## src/logic/layer_ctrl_pkg.sv

```systemverilog
package layer_ctrl_pkg;

	// Shape of this hidden layer
	localparam int P = 16; // Neurons in the layer
	localparam int Z = 4; // Parallel memories in one collection
	localparam int FO = 2; // Fan-out per neuron and also the number of parts per collection
	localparam int L = 3; // Layers in the network
	localparam int H = 1; // Index of this layer

	// Derived schedule figures
	localparam int WRITE_CLKS = P / Z * FO; // Clocks in a cycle that carry data
	localparam int CPC = WRITE_CLKS + 2; // Two extra clocks cover the memory pipeline
	localparam int ACT_COLL = 2 * (L - H) - 1; // Activation and sigmoid-prime collections
	localparam int DM_COLL = 2; // Delta memory always ping-pongs between two collections

	// Field widths
	localparam int ADDR_W = $clog2(P / Z); // Each memory holds P/Z cells
	localparam int CIDX_W = $clog2(CPC);
	localparam int MIDX_W = $clog2(P); // A memory index names one neuron
	localparam int WADDR_W = $clog2(WRITE_CLKS); // One weight cell per data clock
	localparam int PART_W = $clog2(FO); // Low cycle index bits that pick a part

	typedef logic [CIDX_W-1:0] cidx_t; // Position inside the cycle
	typedef logic [ADDR_W-1:0] addr_t; // Cell address of one activation or delta memory
	typedef logic [WADDR_W-1:0] waddr_t; // Cell address of one weight memory
	typedef logic [MIDX_W-1:0] midx_t; // Upper bits give the cell and lower bits the memory
	typedef logic [$clog2(ACT_COLL)-1:0] act_pt_t; // Selects one activation collection

endpackage

```

## src/logic/ctrl_ifs.sv

```systemverilog
`timescale 1ns/1ps

// Cycle position as seen by every controller
interface cycle_if;
	import layer_ctrl_pkg::*;

	cidx_t cycle_index; // Current clock inside the cycle
	cidx_t cycle_index_d1; // Used by the read-modify-write path of the delta memory
	cidx_t cycle_index_d2; // Used for activation writes which land two clocks late
	logic cycle_start; // High on the last clock so registers step on the wrap edge

	modport source (
		output cycle_index,
		output cycle_index_d1,
		output cycle_index_d2,
		output cycle_start
	);

	modport sink (
		input cycle_index,
		input cycle_index_d1,
		input cycle_index_d2,
		input cycle_start
	);
endinterface

// Collection pointers shared by the memory controllers
interface ptr_if;
	import layer_ctrl_pkg::*;

	act_pt_t rff_pt; // Collection read for the next layer feed-forward
	act_pt_t w_pt; // Collection being filled by the previous layer
	act_pt_t rup_pt; // Collection read for the update and for sigmoid prime
	logic d_rbp_pt; // Delta collection read for back-propagation to the previous layer

	modport source (output rff_pt, output w_pt, output rup_pt, output d_rbp_pt);

	modport sink (input rff_pt, input w_pt, input rup_pt, input d_rbp_pt);
endinterface

```

## src/logic/stage_delay.sv

```systemverilog
`timescale 1ns/1ps

module stage_delay #(
	parameter type T = logic,
	parameter int DEPTH = 1
) (
	input logic clk,
	input logic reset_i,
	input T d_i,
	output T q_o
);

	T pipe_q [DEPTH]; // One entry per clock of delay

	always_ff @(posedge clk)
	begin
		if (reset_i)
		begin
			for (int i = 0; i < DEPTH; i++)
				pipe_q[i] <= '0; // All stages start empty
		end
		else
		begin
			pipe_q[0] <= d_i;
			for (int i = 1; i < DEPTH; i++)
				pipe_q[i] <= pipe_q[i-1]; // Every stage moves one step per clock
		end
	end

	assign q_o = pipe_q[DEPTH-1]; // Oldest entry leaves the line
endmodule

```

## src/logic/cycle_sequencer.sv

```systemverilog
`timescale 1ns/1ps

module cycle_sequencer (
	input logic clk,
	input logic reset_i,
	cycle_if.source cyc,
	output layer_ctrl_pkg::cidx_t cycle_index_o
);
	import layer_ctrl_pkg::*;

	cidx_t count_q; // Free running position inside the cycle
	cidx_t count_d1;
	cidx_t count_d2;
	logic last_clk; // Final clock of the cycle

	assign last_clk = (count_q == cidx_t'(CPC - 1));

	// Wraps to zero after CPC clocks and never stalls
	always_ff @(posedge clk)
	begin
		if (reset_i)
			count_q <= '0;
		else if (last_clk)
			count_q <= '0;
		else
			count_q <= count_q + cidx_t'(1);
	end

	// Two single-clock stages so the d1 copy can be tapped on the way
	stage_delay #(.T(cidx_t), .DEPTH(1)) u_delay_d1 (
		.clk(clk),
		.reset_i(reset_i),
		.d_i(count_q),
		.q_o(count_d1)
	);

	stage_delay #(.T(cidx_t), .DEPTH(1)) u_delay_d2 (
		.clk(clk),
		.reset_i(reset_i),
		.d_i(count_d1),
		.q_o(count_d2)
	);

	assign cyc.cycle_index = count_q;
	assign cyc.cycle_index_d1 = count_d1;
	assign cyc.cycle_index_d2 = count_d2;
	assign cyc.cycle_start = last_clk; // Pointers advance on the edge that wraps the count
	assign cycle_index_o = count_q;

	// The counter must wrap before it reaches CPC or the enable windows break
	a_index_in_range: assert property (@(posedge clk) disable iff (reset_i)
		count_q < cidx_t'(CPC))
		else $error("Cycle index left its range");
endmodule

```

## src/logic/collection_pointers.sv

```systemverilog
`timescale 1ns/1ps

module collection_pointers (
	input logic clk,
	input logic reset_i,
	cycle_if.sink cyc,
	ptr_if.source ptr,
	output layer_ctrl_pkg::act_pt_t rff_pt_o,
	output layer_ctrl_pkg::act_pt_t rup_pt_o
);
	import layer_ctrl_pkg::*;

	act_pt_t rff_q; // Feed-forward read collection
	act_pt_t w_q; // Write collection which always sits one ahead of rff
	act_pt_t rup_q; // Update read collection two ahead of rff
	logic d_rbp_q; // Delta ping-pong pointer

	// Next collection with wrap at ACT_COLL
	function automatic act_pt_t next_pt(input act_pt_t pt);
		if (pt == act_pt_t'(ACT_COLL - 1))
			return '0;
		return pt + act_pt_t'(1);
	endfunction

	always_ff @(posedge clk)
	begin
		if (reset_i)
		begin
			rff_q <= act_pt_t'(0);
			w_q <= act_pt_t'(1);
			rup_q <= act_pt_t'(2);
			d_rbp_q <= 1'b0;
		end
		else if (cyc.cycle_start)
		begin
			rff_q <= next_pt(rff_q); // All three rotate together so their spacing holds
			w_q <= next_pt(w_q);
			rup_q <= next_pt(rup_q);
			d_rbp_q <= ~d_rbp_q; // Read and read-modify-write roles swap each cycle
		end
	end

	// Memory reads take one clock so the downstream read multiplexers need late copies
	always_ff @(posedge clk)
	begin
		if (reset_i)
		begin
			rff_pt_o <= '0;
			rup_pt_o <= '0;
		end
		else
		begin
			rff_pt_o <= rff_q;
			rup_pt_o <= rup_q;
		end
	end

	assign ptr.rff_pt = rff_q;
	assign ptr.w_pt = w_q;
	assign ptr.rup_pt = rup_q;
	assign ptr.d_rbp_pt = d_rbp_q;

	// A collection being written must never be read by feed-forward or update
	a_ptr_distinct: assert property (@(posedge clk) disable iff (reset_i)
		(ptr.rff_pt != ptr.w_pt) && (ptr.w_pt != ptr.rup_pt) && (ptr.rff_pt != ptr.rup_pt))
		else $error("Activation pointers overlap");
endmodule

```

## src/logic/act_mem_ctrl.sv

```systemverilog
`timescale 1ns/1ps

module act_mem_ctrl (
	input logic clk,
	input logic reset_i,
	cycle_if.sink cyc,
	ptr_if.sink ptr,
	input layer_ctrl_pkg::midx_t [layer_ctrl_pkg::Z-1:0] memory_index_i,
	output layer_ctrl_pkg::addr_t [layer_ctrl_pkg::ACT_COLL-1:0][layer_ctrl_pkg::Z-1:0] act_addr_o,
	output logic [layer_ctrl_pkg::ACT_COLL-1:0][layer_ctrl_pkg::Z-1:0] act_we_o
);
	import layer_ctrl_pkg::*;

	// Incoming data lags the cycle index by two clocks so writes use the d2 copy
	addr_t w_addr; // Same cell for every memory of the written collection
	logic data_clk; // Previous layer delivers a word on this clock
	logic [PART_W-1:0] part_sel; // Part being filled on this clock

	assign w_addr = cyc.cycle_index_d2[PART_W +: ADDR_W]; // Drops the part bits
	assign data_clk = cyc.cycle_index_d2 < cidx_t'(WRITE_CLKS);
	assign part_sel = cyc.cycle_index_d2[PART_W-1:0];

	for (genvar c = 0; c < ACT_COLL; c++)
	begin : g_coll
		logic is_w; // This collection is the one being filled

		assign is_w = (ptr.w_pt == act_pt_t'(c));

		for (genvar m = 0; m < Z; m++)
		begin : g_mem
			// Memories of one part share a slot and parts take turns clock by clock
			assign act_we_o[c][m] = is_w && data_clk && !reset_i
				&& (part_sel == PART_W'(m / (Z / FO)));

			// Collections not written are read at the interleaved cell
			assign act_addr_o[c][m] = is_w ? w_addr : memory_index_i[m][MIDX_W-1 -: ADDR_W];
		end

		// A write must never land in a collection that feed-forward or update reads
		a_we_only_w: assert property (@(posedge clk) disable iff (reset_i)
			(|act_we_o[c]) |-> ((ptr.rff_pt != act_pt_t'(c)) && (ptr.rup_pt != act_pt_t'(c))))
			else $error("Activation write outside the write collection");
	end
endmodule

```

## src/logic/delta_mem_ctrl.sv

```systemverilog
`timescale 1ns/1ps

module delta_mem_ctrl (
	input logic clk,
	input logic reset_i,
	cycle_if.sink cyc,
	ptr_if.sink ptr,
	input layer_ctrl_pkg::midx_t [layer_ctrl_pkg::Z-1:0] memory_index_i,
	output layer_ctrl_pkg::addr_t [layer_ctrl_pkg::DM_COLL-1:0][layer_ctrl_pkg::Z-1:0] d_addr_a_o,
	output logic [layer_ctrl_pkg::DM_COLL-1:0][layer_ctrl_pkg::Z-1:0] d_we_a_o,
	output layer_ctrl_pkg::addr_t [layer_ctrl_pkg::DM_COLL-1:0][layer_ctrl_pkg::Z-1:0] d_addr_b_o,
	output logic [layer_ctrl_pkg::DM_COLL-1:0][layer_ctrl_pkg::Z-1:0] d_we_b_o
);
	import layer_ctrl_pkg::*;

	typedef addr_t [Z-1:0] addr_vec_t; // One address per memory of a collection

	addr_vec_t intl_addr; // Interleaved cells for the accumulating collection
	addr_vec_t intl_addr_d1;
	addr_vec_t seq_addr; // Cells in order for the collection read by the previous layer
	addr_vec_t seq_addr_d1;
	logic a_window; // Port A write-back slots of the read-modify-write
	logic b_window; // Port B clearing slots
	logic [PART_W-1:0] b_part; // Part cleared on this clock

	assign a_window = (cyc.cycle_index >= cidx_t'(1)) && (cyc.cycle_index <= cidx_t'(WRITE_CLKS));
	assign b_window = cyc.cycle_index_d1 < cidx_t'(CPC - 2);
	assign b_part = cyc.cycle_index_d1[PART_W-1:0];

	for (genvar m = 0; m < Z; m++)
	begin : g_raw
		assign intl_addr[m] = memory_index_i[m][MIDX_W-1 -: ADDR_W];
		assign seq_addr[m] = cyc.cycle_index[PART_W +: ADDR_W]; // Same cell in every memory
	end

	// Write-back lands one clock after the read of the same cell
	stage_delay #(.T(addr_vec_t), .DEPTH(1)) u_intl_d1 (
		.clk(clk),
		.reset_i(reset_i),
		.d_i(intl_addr),
		.q_o(intl_addr_d1)
	);

	// Clearing follows the sequential read one clock behind
	stage_delay #(.T(addr_vec_t), .DEPTH(1)) u_seq_d1 (
		.clk(clk),
		.reset_i(reset_i),
		.d_i(seq_addr),
		.q_o(seq_addr_d1)
	);

	for (genvar c = 0; c < DM_COLL; c++)
	begin : g_coll
		logic is_rd; // Collection read for back-propagation this cycle

		assign is_rd = (ptr.d_rbp_pt == 1'(c));

		// Read side reads on A and zeroes on B so it starts clean for its next turn
		assign d_addr_a_o[c] = is_rd ? seq_addr : intl_addr_d1;
		assign d_addr_b_o[c] = is_rd ? seq_addr_d1 : intl_addr;

		for (genvar m = 0; m < Z; m++)
		begin : g_mem
			assign d_we_a_o[c][m] = !is_rd && a_window && !reset_i; // Whole collection accumulates
			assign d_we_b_o[c][m] = is_rd && b_window && !reset_i
				&& (b_part == PART_W'(m / (Z / FO))); // Cleared part by part
		end

		// Write-back targets a cell read one clock earlier, so neither clock may see the read side
		a_no_a_write_rd: assert property (@(posedge clk) disable iff (reset_i)
			(|d_we_a_o[c]) |-> ((ptr.d_rbp_pt != 1'(c)) && ($past(ptr.d_rbp_pt) != 1'(c))))
			else $error("Delta port A writes the read collection");
	end
endmodule

```

## src/logic/weight_mem_ctrl.sv

```systemverilog
`timescale 1ns/1ps

module weight_mem_ctrl (
	input logic clk,
	input logic reset_i,
	cycle_if.sink cyc,
	output logic [layer_ctrl_pkg::Z-1:0] w_we_o,
	output layer_ctrl_pkg::waddr_t w_raddr_o,
	output layer_ctrl_pkg::waddr_t w_waddr_o
);
	import layer_ctrl_pkg::*;

	logic wb_window; // Clocks on which an updated weight comes back
	waddr_t raddr; // Every weight memory reads the same cell

	assign wb_window = (cyc.cycle_index >= cidx_t'(1)) && (cyc.cycle_index <= cidx_t'(CPC - 2));
	assign raddr = cyc.cycle_index[WADDR_W-1:0]; // Top index bit only covers the pipeline tail

	assign w_we_o = {Z{wb_window && !reset_i}}; // All Z memories update together
	assign w_raddr_o = raddr;

	// The update takes one clock so the written cell is the one read just before
	stage_delay #(.T(waddr_t), .DEPTH(1)) u_waddr_d1 (
		.clk(clk),
		.reset_i(reset_i),
		.d_i(raddr),
		.q_o(w_waddr_o)
	);
endmodule

```

## src/logic/layer_ctrl_top.sv

```systemverilog
`timescale 1ns/1ps

module layer_ctrl_top (
	input logic clk,
	input logic reset_i,
	input layer_ctrl_pkg::midx_t [layer_ctrl_pkg::Z-1:0] memory_index_i,
	output layer_ctrl_pkg::cidx_t cycle_index_o,
	output layer_ctrl_pkg::act_pt_t rff_pt_o,
	output layer_ctrl_pkg::act_pt_t rup_pt_o,
	output logic d_rbp_pt_o,
	output layer_ctrl_pkg::addr_t [layer_ctrl_pkg::ACT_COLL-1:0][layer_ctrl_pkg::Z-1:0] act_addr_o,
	output logic [layer_ctrl_pkg::ACT_COLL-1:0][layer_ctrl_pkg::Z-1:0] act_we_o,
	output layer_ctrl_pkg::addr_t [layer_ctrl_pkg::DM_COLL-1:0][layer_ctrl_pkg::Z-1:0] d_addr_a_o,
	output logic [layer_ctrl_pkg::DM_COLL-1:0][layer_ctrl_pkg::Z-1:0] d_we_a_o,
	output layer_ctrl_pkg::addr_t [layer_ctrl_pkg::DM_COLL-1:0][layer_ctrl_pkg::Z-1:0] d_addr_b_o,
	output logic [layer_ctrl_pkg::DM_COLL-1:0][layer_ctrl_pkg::Z-1:0] d_we_b_o,
	output logic [layer_ctrl_pkg::Z-1:0] w_we_o,
	output layer_ctrl_pkg::waddr_t w_raddr_o,
	output layer_ctrl_pkg::waddr_t w_waddr_o
);

	cycle_if cyc_bus (); // Cycle position fanned out to all controllers
	ptr_if ptr_bus (); // Collection pointers for the memory controllers

	cycle_sequencer u_seq (
		.clk(clk),
		.reset_i(reset_i),
		.cyc(cyc_bus.source),
		.cycle_index_o(cycle_index_o)
	);

	collection_pointers u_ptrs (
		.clk(clk),
		.reset_i(reset_i),
		.cyc(cyc_bus.sink),
		.ptr(ptr_bus.source),
		.rff_pt_o(rff_pt_o),
		.rup_pt_o(rup_pt_o)
	);

	// Sigmoid-prime memories share these enables and addresses
	act_mem_ctrl u_act (
		.clk(clk),
		.reset_i(reset_i),
		.cyc(cyc_bus.sink),
		.ptr(ptr_bus.sink),
		.memory_index_i(memory_index_i),
		.act_addr_o(act_addr_o),
		.act_we_o(act_we_o)
	);

	delta_mem_ctrl u_delta (
		.clk(clk),
		.reset_i(reset_i),
		.cyc(cyc_bus.sink),
		.ptr(ptr_bus.sink),
		.memory_index_i(memory_index_i),
		.d_addr_a_o(d_addr_a_o),
		.d_we_a_o(d_we_a_o),
		.d_addr_b_o(d_addr_b_o),
		.d_we_b_o(d_we_b_o)
	);

	weight_mem_ctrl u_weight (
		.clk(clk),
		.reset_i(reset_i),
		.cyc(cyc_bus.sink),
		.w_we_o(w_we_o),
		.w_raddr_o(w_raddr_o),
		.w_waddr_o(w_waddr_o)
	);

	assign d_rbp_pt_o = ptr_bus.d_rbp_pt; // Delta read pointer goes out undelayed
endmodule

```

## config.mk

```make
export PLATFORM = sky130hd
export DESIGN_NAME = layer_ctrl_top
export DESIGN_NICKNAME = d
export VERILOG_FILES = /design/src/logic/layer_ctrl_pkg.sv /design/src/logic/ctrl_ifs.sv /design/src/logic/stage_delay.sv /design/src/logic/cycle_sequencer.sv /design/src/logic/collection_pointers.sv /design/src/logic/act_mem_ctrl.sv /design/src/logic/delta_mem_ctrl.sv /design/src/logic/weight_mem_ctrl.sv /design/src/logic/layer_ctrl_top.sv
export SDC_FILE = /design/constraint.sdc
export NUM_CORES = 1
export LEC_CHECK = 0
export CAP_MARGIN = 0
export CORE_UTILIZATION = 50
export CTS_CLUSTER_SIZE = 24
export DETAILED_ROUTE_END_ITERATION = 8
export DONT_BUFFER_PORTS = 1
export PLACE_DENSITY = 0.69
export SYNTH_ARGS = -nofsm -noshare
export SYNTH_HDL_FRONTEND = slang
export SYNTH_SLANG_ARGS = --single-unit
export TNS_END_PERCENT = 10
```

## constraint.sdc

```tcl
create_clock -name clk -period 1.9 [get_ports clk]
set_input_delay 0.095 -clock clk [delete_from_list [all_inputs] [get_ports clk]]
set_output_delay 0.095 -clock clk [all_outputs]
set_load 0.01 [all_outputs]
```

==> flow_summary.ini <==
[cts]
htreeDepth = 2
clk_latency_ns = 0.33
cts_made_buffers = 5
cts_tree = done
cts_sinks = 31
cts_buffer_depth = 2
post-cts-setup-buffer-count = 0
root_buffer = clkbuf_4
clkTransAtPathRegs_ns = 0.09

[power]
ir_drop_uv = 446
p_per_area_nw_per_um2 = 695
leakage_nw = 0.913

[floorplan]
start_util = 0.537
rows = 21
dieArea_um2 = 3910
pin_count = 121
core_area_um2 = 3420
die_w_um = 62.5
die_h_um = 62.5

[synthesis]
synth_compound_area_frac = 0.154
ys_seq_elements = 31
async_reset_ff_frac = 0
synth_area_um2 = 1830
synth_flop_cell = dfxtp_1
ys_seq_area_frac = 0.339
synth_xor_area_frac = 0.00956
synth_edf_count = 0
yosysWarnings = 0
ys_types = 31
syn_area_per_cell_um2 = 7.22
synthAdderAreaFrac = 0.0273
synth_nets = 276
synth_mux_area_frac = 0
post_synth_and_or_nand_nor_area_fraction = 0.286
synthCells = 254
synth_top_family_by_area = simple AND/OR/NAND/NOR gates

[timing]
setup_viol = 0
final.min_clock_period_ns = 1.75
max_slew_margin = 0.429
skew_ns = 0.0106
rsz0062_at_grt = no
setup_tns_ns = 0
finalHoldViolations = 0
finalCritPeriodShare = 0.923
max_freq_mhz = 570
report.final.slew_viol_count = 0
worstMarginPinSlew_ns = 0.856
postLayoutSetupSlackWorst_ns = 0.145

[worst_hold_path]
min_path_cells = 2
hold_path.startpoint = memory_index_i[11]
min_to = d_addr_b_o[5]
hold_path.class = in -> out

[route]
vias = 1548
ant_nets = 0
drc_errors = 0
drt_iter0_drc = 46
drt-total-wl_mm = 4.23
drt-wirelength-per-cell_um = 14.7
dr.pass1.iters = 4
vias_per_cell = 5.38

[critical_path]
crit_chain = inv_1 -> ha_1 -> nor3b_2 -> a2bb2oi_2 -> nor3b_1 -> buf_4
r2r_cells = 5
rrSetupSlack_ns = 0.47
worstPathRequired_ns = 1.80
critPathLaunchType = register
r2r-start = u_seq.cyc.cycle_index[1]
critPathMaxFanout = 4
slowest_stage = dfxtp_1
endpoint_kind = output port
arrival_ns = 1.66
r2r_end = u_ptrs.ptr.d_rbp_pt
critical_path_class = reg -> out
slowest_delay_ns = 0.36

[cells_and_area]
drive_gt1_frac = 0.112
fin_nets = 264
syn2layout_area_growth_pct = 2.80
final_cell_mix = 46 x nand2_1, 32 x o21ai_0, 31 x dfxtp_1, 23 x nor2_1, 21 x inv_1
seq_area_um2 = 621
multiInputGateArea_um2 = 896
layout_commonest_cell = nand2_1
nFillCells = 347
num_antenna_cells = 0

[global_route]
first_global_vias = 1422
antenna_found_initial = 0
grt_max_degree = 34
grt_usage = 0.222
gr-total-overflow = 0
grt_pass1_wl_mm = 6.80

[run]
cap_viol_max_count = 0

[status]
outcome = finished clean

[placed_design]
preCtsSetupSlack_ns = 0.407
port_buffers = 0
gp_congestion = 0.777
dpl.hpwl_mm = 3.03
worst max-delay path by stage:
| stage | start | endpoint | slack (ns) |
|---|---|---|---|
| after floorplan | u_seq.cyc.cycle_index[0] | d_we_a_o[1] | 0.07 |
| after global routing | u_seq.cyc.cycle_index[1] | d_we_a_o[2] | 0.02 |
| after global placement | u_seq.cyc.cycle_index[1] | d_we_a_o[2] | 0.43 |
| final | u_seq.cyc.cycle_index[0] | d_we_a_o[2] | 0.15 |
| after CTS | reset_i | d_we_b_o[3] | 0.01 |
| after detailed placement | u_seq.cyc.cycle_index[1] | d_we_a_o[2] | 0.41 |
critical path: cells and delay by family, from the launching register on:
kind / cells / cell delay, ns
flip-flops: 1 / 0.36
AND/OR/NAND/NOR: 2 / 0.32
buffers and inverters: 2 / 0.31
adder cells (fa/ha/maj): 1 / 0.20
AO/OA/AOI/OAI: 1 / 0.15
power breakdown:
group / switching, mW / internal [mW]
Sequential: 0.0190 / 0.671
Combinational: 0.152 / 0.0757
Clock: 0.220 / 0.171
stage by stage:
step / instances / area, µm² / util / hold WS, ns / power [mW]
after floorplan: 254 / 1830 / - / 0.234 / 0.909
after global placement: 272 / 1710 / 0.502 / 0.166 / 0.905
after detailed placement: 272 / 1710 / 0.502 / 0.168 / 0.908
after CTS: 288 / 1860 / 0.545 / 0.317 / 1.31
after global routing: 288 / 1880 / 0.552 / 0.325 / 1.37
final: 288 / 1880 / 0.552 / 0.318 / 1.31
metal layers:
layer	global-route usage	wire, µm	up-vias
met2	0.385	2050	69
met4	0.0814	74	0
li1	-	-	758
met1	0.246	1730	713
met3	0.0839	379	8
met5	0	0	-
cell families (layout without fill, tap and decap cells):
family,Yosys count,count (layout)
buffers and inverters,60,48
flip-flops,31,31
AND/OR/NAND/NOR,108,108
XOR/XNOR,2,2
adder cells (fa/ha/maj),4,4
AO/OA/AOI/OAI,49,49
what timing repair did:
item	4_1_cts	5_1_grt
resized for setup	0	6
hold buffers	9	0
endpoints found under the hold margin	31	0
setup endpoints to repair	0	27
sequential cells by signal (all words and copies together) (netlist names):
| name | cells |
|---|---|
| u_delta.u_seq_d1.pipe_q | 2 |
| u_ptrs.ptr.rup_pt | 2 |
| u_seq.u_delay_d2.pipe_q | 4 |
| u_ptrs.ptr.rff_pt | 2 |
| u_seq.cyc.cycle_index | 4 |
| u_ptrs.ptr.d_rbp_pt | 1 |
| u_seq.u_delay_d1.pipe_q | 1 |
| u_weight.u_waddr_d1.pipe_q | 1 |
| u_ptrs.ptr.w_pt | 2 |
| u_delta.u_intl_d1.pipe_q | 8 |
| u_ptrs.rup_pt_o | 2 |
| u_ptrs.rff_pt_o | 2 |
cells in the mapped netlist (3+ instances only):
| master | number | area share |
|---|---|---|
| nand2_1 | 46 | 0.094 |
| dfxtp_1 | 31 | 0.34 |
| a21oi_1 | 4 | 0.011 |
| buf_4 | 25 | 0.10 |
| or3_1 | 3 | 0.010 |
| nor2_1 | 23 | 0.047 |
| nor2b_1 | 11 | 0.038 |
| o21ai_0 | 32 | 0.087 |
| nand2b_1 | 8 | 0.027 |
| inv_1 | 21 | 0.043 |
| nor3_1 | 5 | 0.014 |
| buf_2 | 9 | 0.025 |
| nor3b_1 | 4 | 0.016 |
| a21o_1 | 8 | 0.033 |
| clkbuf_1 | 3 | 0.0061 |
| ha_1 | 4 | 0.027 |
area by class of cell:
class,count,area share
clock buffer,6,0.0272
tap,46,0.0305
sequential,31,0.329
clock inverter,1,0.00266
multi-input combinational,163,0.475
timing repair buffer,20,0.0930
inverter,21,0.0418
No activity file was read; power rests on OpenSTA's default activity.
